==> config.mk <==
export PLATFORM = sky130hd
export DESIGN_NAME = clint_timer
export DESIGN_NICKNAME = d
export VERILOG_FILES = /design/src/axi_pkg.sv /design/src/clint_timer.sv
export SDC_FILE = /design/constraint.sdc
export NUM_CORES = 1
export LEC_CHECK = 0
export BUFFER_PORTS_ARGS = -buffer_cell sky130_fd_sc_hd__buf_2
export CAP_MARGIN = 20
export CORE_ASPECT_RATIO = 0.6
export CORE_UTILIZATION = 45
export CTS_CLUSTER_DIAMETER = 50
export DETAILED_ROUTE_END_ITERATION = 10
export PLACE_DENSITY = 0.72
export SYNTH_ARGS = -nofsm -noshare
export SYNTH_HDL_FRONTEND = slang
export SYNTH_SLANG_ARGS = --single-unit
export TNS_END_PERCENT = 1
==> constraint.sdc <==
create_clock -name clock -period 11.2 [get_ports clock]
set_input_delay 1.68 -clock clock [delete_from_list [all_inputs] [get_ports clock]]
set_output_delay 1.68 -clock clock [all_outputs]
set_load 0.1 [all_outputs]
==> src/axi_pkg.sv <==
`default_nettype none

// widths and response codes shared by every AXI link in the fabric.
package axi_pkg;

	typedef logic [31:0] addr_t; // byte address, one word.
	typedef logic [63:0] data_t; // one beat, two words.
	typedef logic [7:0] strb_t; // one bit per byte of data_t.
	typedef logic [3:0] id_t;
	typedef logic [1:0] resp_t;

	localparam resp_t resp_okay = 2'b00;
	localparam resp_t resp_slverr = 2'b10;

endpackage

`default_nettype wire

==> src/clint_timer.sv <==
`timescale 1ns/1ns
`default_nettype none

module clint_timer (
	input  logic clock,
	input  logic reset,

	input  logic clint_arvalid,
	input  axi_pkg::addr_t clint_araddr,
	input  axi_pkg::id_t clint_arid,
	output logic clint_arready,
	output logic clint_rvalid,
	output axi_pkg::data_t clint_rdata,
	output axi_pkg::resp_t clint_rresp,
	output axi_pkg::id_t clint_rid,
	input  logic clint_rready
);
	import axi_pkg::*;

	data_t mtime;
	logic ar_fire;
	logic hit_mtime;

	assign clint_arready = !clint_rvalid;
	assign ar_fire = clint_arvalid && clint_arready;

	// mtime sits in the first doubleword of the window, the rest reads as zero.
	assign hit_mtime = (clint_araddr[15:3] == 13'd0);

	always_ff @(posedge clock) begin
		if (reset) begin
			mtime <= '0;
		end else begin
			mtime <= mtime + 1'b1;
		end
	end

	always_ff @(posedge clock) begin
		if (reset) begin
			clint_rvalid <= 1'b0;
		end else if (ar_fire) begin
			clint_rvalid <= 1'b1;
		end else if (clint_rready) begin
			clint_rvalid <= 1'b0;
		end
	end

	always_ff @(posedge clock) begin
		if (ar_fire) begin
			clint_rdata <= hit_mtime ? mtime : '0; // value at the ar handshake.
			clint_rid <= clint_arid;
		end
	end

	assign clint_rresp = resp_okay;

endmodule

`default_nettype wire

Word-level counts from Yosys, hierarchy flattened. Index checks and enable logic that the tools add are counted.

Output and inout bits: 72. Register bits: 133. Bits of input ports: 40. Logic and storage cells: 11.

Multiplexer cells: 2. Add/subtract/negate cells: 1. Reduce and logical (&&, ||, !) cells: 4.

Operator list (count): $add 64x1->64 const B (1); $logic_not 13->1 (1); $mux 1 (2); $reduce_bool 2->1 (1); $logic_and 1x1->1 (1); $logic_not 1->1 (1).

Logic depth before layout (Yosys ltp).
Depth in word-level cells: 3. Mapped depth: 8.

Worst setup path before layout. OpenSTA, ideal clock, no wires.

Path type: input to register. Start: input clint_arvalid. End: register clint_rdata[0] (enable). Arrival: 4.665 ns. Cell stages on the path: 1. Setup slack: 6.033 ns. Library setup time: 0.501 ns. Path through: nor2b_1.

Cells in the longest elaborated chain, start to end: 1.

RTL lines: start: declaration (line clint_timer.sv:8) `input logic clint_arvalid,`; $logic_and 1x1->1 (line clint_timer.sv:25) `assign ar_fire = clint_arvalid && clint_arready;`; end signal: assignment (line clint_timer.sv:50) `clint_rdata <= hit_mtime ? mtime : '0;`; end: declaration (line clint_timer.sv:13) `output axi_pkg::data_t clint_rdata,`.

No other way between the ends. A chain may end at the register's enable or synchronous reset.

Final worst setup path.
Start: input clint_araddr[4]. End: register clint_rdata[31] (data pin).

Cells in the longest elaborated chain, start to end: 1.

RTL lines: start: declaration (line clint_timer.sv:9) `input axi_pkg::addr_t clint_araddr,`; $logic_not 13->1 (line clint_timer.sv:28) `assign hit_mtime = (clint_araddr[15:3] == 13'd0);`.

No other way between the ends.

==> run metrics <==
CP required 11.47 ns; Setup Skew 0.0112 ns; cts hold-fix bufs 0; core box area 0.0121 mm^2; status complete, no violations; CP Capture Point clint_rdata[31]; number of buffers created by CTS 17; dominant cells by area after synthesis edfxtp_1 37%, dfxtp_1 23%, and2_1 7.1%; Final #Nets 639; unrepaired setup endpoints after global routing no; min cycle time layout 2.99 ns; Crit. Startpoint clint_araddr[4]; HPWL after DPL 7540 um; Die Wd 146 um; Tcrit/Tclk final 26.7%; worst vdd ir 0.0984 mV; Max Clock Freq 0.334 GHz; final setup violation count 0; post-synthesis register bit count 133; # diodes 0; post_cts resized 0; max_cap viols 0; worst slew pin tran 0.901 ns; Max Buffers Root-to-Sink 2; share of post-route cells with drive strength above 1 21.6%; Seq/Total Area, Yosys 60.0%; GRT Total Usage 19.1%; pin count of the biggest net entering global routing 69; Static Leakage 2.41 nW; startpoint types input port; synth warn 0; drt pass-1 iters 4; beginning of the worst register-to-register path mtime[3]; pre-CTS setup slack 7.78 ns; CP arrival 3.27 ns; Reg clk slew, reported paths 0.06 ns; Tot Pwr 1.19 mW; fin. max-slew vios 0; RD Place Congestion 0.801; Yosys cell types 41; drt wl/cell 14.8 um; WL final 11,500 um; Worst Hold Class reg -> reg; Reg-to-Reg End mtime[55]; Post-CTS Setup Bufs 0; synthesized instance count 510; I/O pin total 112; worst r2r path cells 5; drt initial violations 260; vias per std cell 5.29; post-route ant nets 0; clk root buf clkbuf_16; pwr/cell area 176 mW/mm^2; Worst setup EP type flop; Layout area overhead 20.7%; area leader, netlist edfxtp_1; Skew-Pair Late Insertion Delay 0.41 ns; Max-Slew Margin vs Limit 39.4%; Synth Cell Area 0.00557 mm^2; Worst Slack Setup Final 8.21 ns; CTS tree yes; Crit Path Category in -> reg; Yosys top cell area share 36.6%; I/O Buffers 90; Hold Crit Depth 1; final hold vios 0; crit path max fanout 64; Residual DRC 0; # clock sinks 133; number of global-route vias before repair 3,841; Die Y 88.2 um; reg2reg setup slack 8.26 ns; Die Area 0.0129 mm^2; H-tree lvl count 4; initial antenna violation count 0; first-pass GRT wire length 19,000 um; Fin Setup TNS 0 ns; grt total ovfl 0; Std-Cell Rows 31; initial core utilization 46.2%; syn_area_per_cell 10.9 um^2; vias 4,106
## cell families after synthesis
logic type	count (synthesis)	synth area share (%)
muxes	1	0.202
DFF	133	60.0
buffers and inverters	33	2.81
and+or+nand+nor	254	25.7
other	1	0.0673
AOI/OAI and AO/OA	51	5.36
adders and majority gates	1	0.224
xor gates and xnor gates	36	5.66
## final cells by class
cell class | count | area, um^2
sequential | 133 | 3340
tap | 165 | 206
multi-input combinational | 345 | 2090
inverter | 8 | 30.0
clock buffer | 18 | 429
fill | 1060 | 5340
timing repair buffer | 93 | 485
clock inverter | 14 | 139
## power breakdown
group,total [mW],switching [mW],internal (mW)
Sequential,0.530,0.00432,0.525
Clock,0.533,0.208,0.325
Combinational,0.123,0.110,0.0131
## per-layer routing
| metal | track usage (%) | vias to the layer above | part of all wire (%) | wire (um) |
|---|---|---|---|---|
| met4 | 6.70 | 0 | 0.37 | 42 |
| met5 | 0 | - | 0 | 0 |
| met3 | 4.90 | 2 | 6.2 | 708 |
| met2 | 29.2 | 122 | 44 | 5050 |
| met1 | 26.4 | 1959 | 49 | 5650 |
| li1 | - | 2023 | - | - |
## metrics by stage
stage | hold slack (ns) | std cells | util [%] | area (um^2)
2_1_floorplan | 0.437 | 511 | - | 5580
3_3_place_gp | 0.463 | 743 | 50.9 | 6140
3_5_place_dp | 0.464 | 744 | 51.0 | 6160
4_1_cts | 0.482 | 776 | 55.8 | 6730
5_1_grt | 0.521 | 776 | 55.8 | 6730
6_report | 0.478 | 776 | 55.8 | 6730
## cell usage after synthesis
master / number
edfxtp_1: 68
nand4_2: 1
and4_1: 6
and2_2: 1
nand2_1: 23
buf_4: 2
and3_2: 1
nor2b_1: 3
nand4_1: 21
mux2_2: 1
buf_6: 2
or2_1: 1
or3_1: 12
and2_1: 63
o21a_1: 1
ha_1: 1
nor3_1: 9
dlygate4sd3_1: 1
clkbuf_2: 2
nand3_1: 21
a211oi_1: 1
nor4_1: 15
buf_2: 1
o21ba_2: 1
nor2_1: 51
nand4_4: 1
xnor2_1: 16
clkbuf_1: 17
xor2_1: 20
nand4b_1: 3
o31ai_1: 9
or4_1: 13
or2_2: 1
o41ai_1: 3
o21ai_0: 12
inv_1: 8
dfxtp_1: 65
conb_1: 1
and3_1: 7
and4_2: 1
a21oi_1: 24
## sequential cells by signal, indices dropped and copies added, names as in the netlist
signal	count
clint_rid	4
mtime	64
clint_rdata	64
clint_rvalid	1
## worst max-delay path, cell delays in order
cell and delay [ns]:
buf_2 0.09, or4_1 0.52, nor4_2 0.23, buf_4 0.46, and2_1 0.24
## placed cells by master (no fill, tap or decap), types with 2 or more instances in the layout
cell type and count:
buf_2 90, edfxtp_1 68, dfxtp_1 65, and2_1 63, nor2_1 51, a21oi_1 24
nand2_1 23, nand3_1 21, nand4_1 21, xor2_1 20, clkbuf_16 17, xnor2_1 16
nor4_1 14, or4_1 13, o21ai_0 12, or3_1 12, nor3_1 9, o31ai_1 9
inv_1 8, and3_1 7, clkinvlp_4 7, and4_1 6, o41ai_1 3, nand4b_1 3
nor2b_1 2, conb_1 2, bufinv_16 2, clkinv_2 2, clkinv_1 2, buf_4 2
## how the worst min path moves through the flow
stage | start | to
floorplan | mtime[0] | mtime[0]
global placement | mtime[0] | mtime[0]
detailed placement | mtime[0] | mtime[0]
CTS | mtime[0] | mtime[0]
global route | mtime[0] | mtime[0]
finish | mtime[0] | mtime[0]
Power figures use the tool's default switching activity.
