## config.mk

```make
export PLATFORM = sky130hd
export DESIGN_NAME = bus_arbiter
export DESIGN_NICKNAME = d
export VERILOG_FILES = /design/src/axi_pkg.sv /design/src/soc_map_pkg.sv /design/src/bus_arbiter.sv
export SDC_FILE = /design/constraint.sdc
export NUM_CORES = 1
export LEC_CHECK = 0
export BUFFER_PORTS_ARGS = -buffer_cell sky130_fd_sc_hd__buf_4
export CORE_AREA = 2 2 267 269
export CTS_BUF_LIST = sky130_fd_sc_hd__clkbuf_8 sky130_fd_sc_hd__clkbuf_16
export CTS_CLUSTER_SIZE = 14
export DETAILED_ROUTE_END_ITERATION = 10
export DIE_AREA = 0 0 269 271
export PLACE_DENSITY = 0.36
export RECOVER_POWER = 100
export SYNTH_ARGS = -nofsm -noshare
export SYNTH_HDL_FRONTEND = slang
export SYNTH_SLANG_ARGS = --single-unit
```

## constraint.sdc

```tcl
create_clock -name clock -period 1.7 [get_ports clock]
set_input_delay 0.255 -clock clock [delete_from_list [all_inputs] [get_ports clock]]
set_output_delay 0.255 -clock clock [all_outputs]
set_load 0.01 [all_outputs]
```

## src/axi_pkg.sv

```systemverilog
`default_nettype none

// widths and response codes shared by every AXI link in the fabric.
package axi_pkg;

	typedef logic [31:0] addr_t; // byte address, one word.
	typedef logic [63:0] data_t; // one beat, two words.
	typedef logic [7:0] strb_t; // one bit per byte of data_t.
	typedef logic [3:0] id_t;
	typedef logic [1:0] resp_t;

	localparam resp_t resp_okay = 2'b00;
	localparam resp_t resp_slverr = 2'b10;

endpackage

`default_nettype wire

```

## src/soc_map_pkg.sv

```systemverilog
`default_nettype none

package soc_map_pkg;

	// timer window, everything outside it goes to the sram.
	localparam axi_pkg::addr_t clint_base = 32'h0200_0000;
	localparam axi_pkg::addr_t clint_limit = 32'h0200_ffff;

	localparam int sram_words = 256; // 64-bit words.

	// which master owns the fabric, and where its request goes.
	typedef enum logic [2:0] {
		grant_idle,
		grant_fetch,
		grant_clint,
		grant_data_read,
		grant_data_write
	} grant_t;

endpackage

`default_nettype wire

```

## src/bus_arbiter.sv

```systemverilog
`timescale 1ns/1ns
`default_nettype none

module bus_arbiter (
	input  logic clock,
	input  logic reset,

	input  logic fetch_arvalid,
	input  axi_pkg::addr_t fetch_araddr,
	input  axi_pkg::id_t fetch_arid,
	output logic fetch_arready,
	output logic fetch_rvalid,
	output axi_pkg::data_t fetch_rdata,
	output axi_pkg::resp_t fetch_rresp,
	output axi_pkg::id_t fetch_rid,
	output logic fetch_rlast,
	input  logic fetch_rready,

	input  logic data_arvalid,
	input  axi_pkg::addr_t data_araddr,
	input  axi_pkg::id_t data_arid,
	output logic data_arready,
	output logic data_rvalid,
	output axi_pkg::data_t data_rdata,
	output axi_pkg::resp_t data_rresp,
	output axi_pkg::id_t data_rid,
	output logic data_rlast,
	input  logic data_rready,
	input  logic data_awvalid,
	input  axi_pkg::addr_t data_awaddr,
	input  axi_pkg::id_t data_awid,
	output logic data_awready,
	input  logic data_wvalid,
	input  axi_pkg::data_t data_wdata,
	input  axi_pkg::strb_t data_wstrb,
	output logic data_wready,
	output logic data_bvalid,
	output axi_pkg::resp_t data_bresp,
	output axi_pkg::id_t data_bid,
	input  logic data_bready,

	output logic mem_arvalid,
	output axi_pkg::addr_t mem_araddr,
	output axi_pkg::id_t mem_arid,
	input  logic mem_arready,
	input  logic mem_rvalid,
	input  axi_pkg::data_t mem_rdata,
	input  axi_pkg::resp_t mem_rresp,
	input  axi_pkg::id_t mem_rid,
	input  logic mem_rlast,
	output logic mem_rready,
	output logic mem_awvalid,
	output axi_pkg::addr_t mem_awaddr,
	output axi_pkg::id_t mem_awid,
	input  logic mem_awready,
	output logic mem_wvalid,
	output axi_pkg::data_t mem_wdata,
	output axi_pkg::strb_t mem_wstrb,
	input  logic mem_wready,
	input  logic mem_bvalid,
	input  axi_pkg::resp_t mem_bresp,
	input  axi_pkg::id_t mem_bid,
	output logic mem_bready,

	output logic clint_arvalid,
	output axi_pkg::addr_t clint_araddr,
	output axi_pkg::id_t clint_arid,
	input  logic clint_arready,
	input  logic clint_rvalid,
	input  axi_pkg::data_t clint_rdata,
	input  axi_pkg::resp_t clint_rresp,
	input  axi_pkg::id_t clint_rid,
	output logic clint_rready
);
	import axi_pkg::*;
	import soc_map_pkg::*;

	grant_t grant;
	logic clint_write; // held write targets the timer window.
	logic local_bvalid;
	id_t local_bid;
	logic local_accept;
	logic txn_done;
	logic read_in_clint;
	logic write_in_clint;

	assign read_in_clint = (data_araddr >= clint_base) && (data_araddr <= clint_limit);
	assign write_in_clint = (data_awaddr >= clint_base) && (data_awaddr <= clint_limit);

	always_ff @(posedge clock) begin
		if (reset) begin
			grant <= grant_idle;
			clint_write <= 1'b0;
		end else if (grant == grant_idle) begin
			if (fetch_arvalid) begin
				grant <= grant_fetch;
			end else if (data_arvalid) begin
				grant <= read_in_clint ? grant_clint : grant_data_read;
			end else if (data_awvalid) begin
				grant <= grant_data_write;
				clint_write <= write_in_clint;
			end
		end else if (txn_done) begin
			grant <= grant_idle; // idle for one cycle after the last response.
		end
	end

	// the timer has no write port, so such writes end here with slverr.
	assign local_accept = (grant == grant_data_write) && clint_write && data_awvalid
		&& data_wvalid && !local_bvalid;

	always_ff @(posedge clock) begin
		if (reset) begin
			local_bvalid <= 1'b0;
		end else if (local_accept) begin
			local_bvalid <= 1'b1;
		end else if (data_bready) begin
			local_bvalid <= 1'b0;
		end
	end

	always_ff @(posedge clock) begin
		if (local_accept)
			local_bid <= data_awid;
	end

	always_comb begin
		case (grant)
			grant_fetch: txn_done = fetch_rvalid && fetch_rready && fetch_rlast;
			grant_clint, grant_data_read: txn_done = data_rvalid && data_rready && data_rlast;
			grant_data_write: txn_done = data_bvalid && data_bready;
			default: txn_done = 1'b0;
		endcase
	end

	// payload is steered freely, only the valids and readies follow the grant.
	assign mem_araddr = (grant == grant_fetch) ? fetch_araddr : data_araddr;
	assign mem_arid = (grant == grant_fetch) ? fetch_arid : data_arid;
	assign mem_awaddr = data_awaddr;
	assign mem_awid = data_awid;
	assign mem_wdata = data_wdata;
	assign mem_wstrb = data_wstrb;
	assign clint_araddr = data_araddr;
	assign clint_arid = data_arid;

	assign fetch_rdata = mem_rdata;
	assign fetch_rresp = mem_rresp;
	assign fetch_rid = mem_rid;
	assign fetch_rlast = mem_rlast;
	assign data_rdata = (grant == grant_clint) ? clint_rdata : mem_rdata;
	assign data_rresp = (grant == grant_clint) ? clint_rresp : mem_rresp;
	assign data_rid = (grant == grant_clint) ? clint_rid : mem_rid;
	assign data_rlast = (grant == grant_clint) ? 1'b1 : mem_rlast; // timer reads are one beat.
	assign data_bresp = clint_write ? resp_slverr : mem_bresp;
	assign data_bid = clint_write ? local_bid : mem_bid;

	always_comb begin
		fetch_arready = 1'b0;
		fetch_rvalid = 1'b0;
		data_arready = 1'b0;
		data_rvalid = 1'b0;
		data_awready = 1'b0;
		data_wready = 1'b0;
		data_bvalid = 1'b0;
		mem_arvalid = 1'b0;
		mem_rready = 1'b0;
		mem_awvalid = 1'b0;
		mem_wvalid = 1'b0;
		mem_bready = 1'b0;
		clint_arvalid = 1'b0;
		clint_rready = 1'b0;
		case (grant)
			grant_fetch: begin
				mem_arvalid = fetch_arvalid;
				fetch_arready = mem_arready;
				fetch_rvalid = mem_rvalid;
				mem_rready = fetch_rready;
			end
			grant_data_read: begin
				mem_arvalid = data_arvalid;
				data_arready = mem_arready;
				data_rvalid = mem_rvalid;
				mem_rready = data_rready;
			end
			grant_clint: begin
				clint_arvalid = data_arvalid;
				data_arready = clint_arready;
				data_rvalid = clint_rvalid;
				clint_rready = data_rready;
			end
			grant_data_write: begin
				if (clint_write) begin
					data_awready = local_accept;
					data_wready = local_accept;
					data_bvalid = local_bvalid;
				end else begin
					mem_awvalid = data_awvalid;
					data_awready = mem_awready;
					mem_wvalid = data_wvalid;
					data_wready = mem_wready;
					data_bvalid = mem_bvalid;
					mem_bready = data_bready;
				end
			end
			default: ;
		endcase
	end

endmodule

`default_nettype wire

```

Word-level counts from Yosys, hierarchy flattened

Index checks and enable logic that the tools add are counted.

Output and inout bits: 342
Flip-flop bits (word level): 9
Word-level logic and storage cells: 70
Input bits: 343

Order comparisons: 4
Mux-type cells: 37
Equality and inequality tests: 5
Bitwise operators: 2
Reduce and logical (&&, ||, !) cells: 18

Operator list:

| operator               | count |
|---|---|
| $ge A32 B26 Y1 const B | 2 |
| $le A32 B26 Y1 const B | 2 |
| $mux W64               | 1 |
| $mux W32               | 1 |
| $mux W1                | 20 |
| $mux W3                | 5 |
| $mux W4                | 3 |
| $logic_and A1 B1 Y1    | 11 |
| $pmux W1 S2            | 4 |
| $eq A3 B2 Y1 const B   | 2 |
| $mux W2                | 2 |
| $ne A4 B4 Y1 const B   | 1 |
| $reduce_and A4 Y1      | 1 |
| $reduce_bool A2 Y1     | 2 |
| $eq A3 B1 Y1 const B   | 1 |
| $eq A3 B3 Y1 const B   | 1 |
| $logic_not A3 Y1       | 1 |
| $pmux W1 S3            | 1 |
| $not A1 Y1             | 2 |
| $reduce_and A2 Y1      | 1 |
| $reduce_or A2 Y1       | 1 |
| $logic_not A1 Y1       | 1 |

Logic depth before layout (Yosys ltp)

Word-level depth: 7
Mapped depth: 5

Least setup slack after synthesis

OpenSTA, ideal clock, no wires.

Kind: flip-flop to output port
Start point: reg grant[1]
End point: out mem_araddr[16]
Stages on the path, launching flop included: 6
Arrival time: 1.332 ns
Required time: 1.445 ns
Path slack: 0.113 ns
Path through: dfxtp_1 buf_6 nor3b_2 buf_4 buf_4 mux2_1

Cells in the longest elaborated chain, start to end: 2

RTL lines:

| item                     | RTL line           | RTL |
|---|---|---|
| start: declaration       | bus_arbiter.sv:78  | `grant_t grant;` |
| start signal: assignment | bus_arbiter.sv:92  | `grant <= grant_idle;` |
| start signal: assignment | bus_arbiter.sv:96  | `grant <= grant_fetch;` |
| start signal: assignment | bus_arbiter.sv:98  | `grant <= read_in_clint ? grant_clint : grant_data_read;` |
| $eq A3 B1 Y1             | bus_arbiter.sv:137 | `assign mem_araddr = (grant == grant_fetch) ? fetch_araddr : data_araddr;` |
| $mux W32                 | bus_arbiter.sv:137 |  |
| end: declaration         | bus_arbiter.sv:43  | `output axi_pkg::addr_t mem_araddr,` |

Every way passes these cells.

Worst setup path after layout

Start point: reg grant[2]
End point: out mem_araddr[29]

Same word-level chain as after synthesis.

==> out/qor.csv <==
stage,metric,value,unit
critical_path,WS Path Type,flop to output port,
logic_synthesis,post-synth top area cell,buf_4,
floorplan,DIE HEIGHT,271,µm
clock_network,total CTS buffers,3,
critical_path,CP endpoint kind,output port,
logic_synthesis,number of flops mapped to enable cells by yosys,4,
clock_network,clock latency on the worst-skew pair,0.23,ns
detailed_routing,wire per inst,14.2,µm
detailed_routing,drt drc,0,
logic_synthesis,post-synthesis instance total,408,
critical_path,CP required,1.44,ns
sta,Tmin final,2.03,ns
pwr,Pleak,3.15,nW
clock_network,# hold bufs at CTS,0,
flow_run,max cap viols,0,
logic_synthesis,Synth Net Count,751,
sta,setup slack after layout,-0.326,ns
place,Port-buffer cells,508,
floorplan,Die Footprint,72900,µm²
clock_network,CTS tree,built,
logic_synthesis,Synthesis Warnings,0,
critical_path,CP arrival,1.77,ns
sta,final setup vio count,121,
logic_synthesis,mapped cell area,3590,µm²
place,area post-placement,7080,µm²
sta,max-slew violation count,0,
final_layout,area growth from synthesis to final layout,105,%
logic_synthesis,post-synthesis cell type count,39,
logic_synthesis,"top cells by count, synth","225 x buf_4, 88 x mux2_1, 22 x mux2_2",
place,gpl congestion,0.722,
detailed_routing,Post-DRT Antenna Nets,0,
clock_network,clock sink count,9,
sta,Sum Neg Setup Slack,-27.34,ns
place,pre-CTS WS,-0.117,ns
critical_path,CP cell instances,buf_4 -> nor3b_4 -> buf_6 -> buf_12 -> buf_16 -> mux2_4 -> buf_6,
final_layout,design area,7360,µm²
grt,initial antenna violation count,12,
grt,largest net degree at the start of global routing,20,
logic_synthesis,Syn Area/Cell,8.80,µm²
sta,worst-margin pin slew,0.583,ns
critical_path,crit-path max FO,5,
final_layout,layout cells sized above 1,66.2,%
logic_synthesis,Main synth FF type,dfxtp_1,
grt,first-pass GRT wire length,28800,µm
floorplan,core outline area,69800,µm²
critical_path,CP max-delay cell,dfxtp_2,
detailed_routing,initial DRC count,74,
detailed_routing,1st-pass router iterations,4,
clock_network,clk buf depth,2,
place,post-DP HPWL,20600,µm
grt,total congestion overflow,0,
clock_network,Root Buffer,clkbuf_16,
clock_network,H-tree level count,1,
logic_synthesis,Yosys reg bits,9,
detailed_routing,via-per-instance ratio,2.49,
critical_path,CP most frequent cell,buf_6,
grt,gr usage total,5.60,%
sta,RSZ-0062 raised after global routing,yes,
logic_synthesis,area fraction of the dominant cell type after synthesis,47.0,%
logic_synthesis,"top cells by area, synth","buf_4 47%, mux2_1 28%, mux2_2 6.9%",
sta,Max Clock Skew,0.000690,ns
detailed_routing,Post-Route WL,23900,µm
sta,max_slew headroom,61.1,%
logic_synthesis,Synth async-reset ratio,0,%
grt,vias in the first global route,4363,
floorplan,Die X,269,µm
min_path,Hold WC Path Type,input pin to flop,
final_layout,fill count,8201,
critical_path,kind of start point of the critical path,flop,
detailed_routing,Via Count,4180,
floorplan,IO Pins,685,
sta,fmax,0.494,GHz
run_status,status,finished with violations,
logic_synthesis,register area share after synthesis,6.13,%
sta,post-route clock period utilization,119,%
floorplan,initial core utilization,5.15,%
logic_synthesis,"count leader, synth",buf_4,
pwr,Worst VDD drop,0.000263,V
critical_path,largest stage delay on the critical path,0.32,ns
floorplan,row count,97,
run_status,failing checks,setup timing,
sta,hold_ws,0.210,ns
clock_network,clk slew on worst S/H paths,0.04,ns
final_layout,Final #Nets,1075,
sta,Final Hold Vio Count,0,
pwr,Power Density,470,nW/µm²
registers in the layout (all words and copies together), names as in the netlist:
name          count
local_bid         4
grant             3
clint_write       1
local_bvalid      1
what timing repair did:
action | 4_1_cts | 5_1_grt
buffers inserted | 7 | 3
pin swaps | 8 | 6
setup endpoints to repair | 116 | 117
resized for setup | 83 | 41
cloned | 5 | 1
hold endpoints to repair | 0 | 0
worst max-delay path: cells and delay by family, from the launching register on:
kind,cells,cell delay (ns)
buffers and inverters,5,0.68
DFF,1,0.32
muxes,1,0.30
and+or+nand+nor,1,0.23
final timing paths:
kind,start,to,slack [ns],cells past startpoint
worst max-delay path,grant[2],mem_araddr[29],-0.33,7
worst max register to register,grant[1],grant[0],0.05,6
worst min register to register,local_bvalid,local_bvalid,0.52,2
worst min-delay path,fetch_arvalid,grant[1],0.21,2
through the flow:
step / utilization (%) / power (W) / instances
after CTS: 11.0 / 0.00349 / 1667
final: 10.6 / 0.00346 / 1678
after floorplan: - / 0.00152 / 408
after detailed placement: 10.2 / 0.00255 / 1651
after global routing: 10.5 / 0.00366 / 1674
after global placement: 10.2 / 0.00256 / 1651
cell families (layout without fill, tap and decap cells):
| logic type | after synthesis | count (layout) | synth area share (%) |
|---|---|---|---|
| simple gates | 42 | 42 | 7.49 |
| other cells | 0 | 7 | 0 |
| mux | 115 | 115 | 35.9 |
| compound gates | 12 | 12 | 2.47 |
| flops | 9 | 9 | 6.13 |
| buf+inv | 230 | 553 | 48.0 |
power breakdown:
group | total, W | internal (W) | switching [W]
Combinational | 0.00279 | 0.00166 | 0.00113
Clock | 0.000418 | 0.000308 | 0.000110
Sequential | 0.000253 | 0.000239 | 0.0000136
cells in the final DEF, fill, tap and decap left out, types with 2 or more instances in the layout:
cell type / Yosys / layout
clkbuf_2: 0 / 2
buf_4: 225 / 345
clkbuf_16: 0 / 4
a21oi_1: 3 / 3
buf_6: 2 / 55
nand2_1: 2 / 2
mux2i_1: 5 / 5
mux2_2: 22 / 5
a21o_1: 2 / 2
buf_16: 0 / 4
mux2_4: 0 / 43
diode_2: 0 / 7
edfxtp_1: 4 / 4
and2_4: 0 / 5
nor2_4: 2 / 3
nor4_1: 7 / 7
inv_1: 1 / 2
dfxtp_4: 0 / 2
clkbuf_1: 1 / 133
dfxtp_1: 5 / 2
mux2_1: 88 / 62
buf_12: 0 / 6
nor2_1: 9 / 8
per-layer routing:
metal | share of wire, % | vias up | global-route usage, %
met4 | 4.0 | 10 | 2.18
met1 | 32 | 1827 | 5.33
met2 | 46 | 475 | 9.72
met5 | 0.55 | - | 0.811
li1 | - | 1828 | -
met3 | 18 | 40 | 3.29
layout make-up:
type	count	area (µm²)	area share, %
Inverter	1	3.75	0.0510
Sequential cell	9	229	3.11
Timing Repair Buffer	548	4010	54.5
Tap cell	940	1180	16.0
Clock buffer	3	75.1	1.02
Antenna cell	7	17.5	0.238
Multi-Input combinational cell	169	1850	25.1
Clock inverter	1	3.75	0.0510
Note: power is estimated with default switching activity, not from simulation.
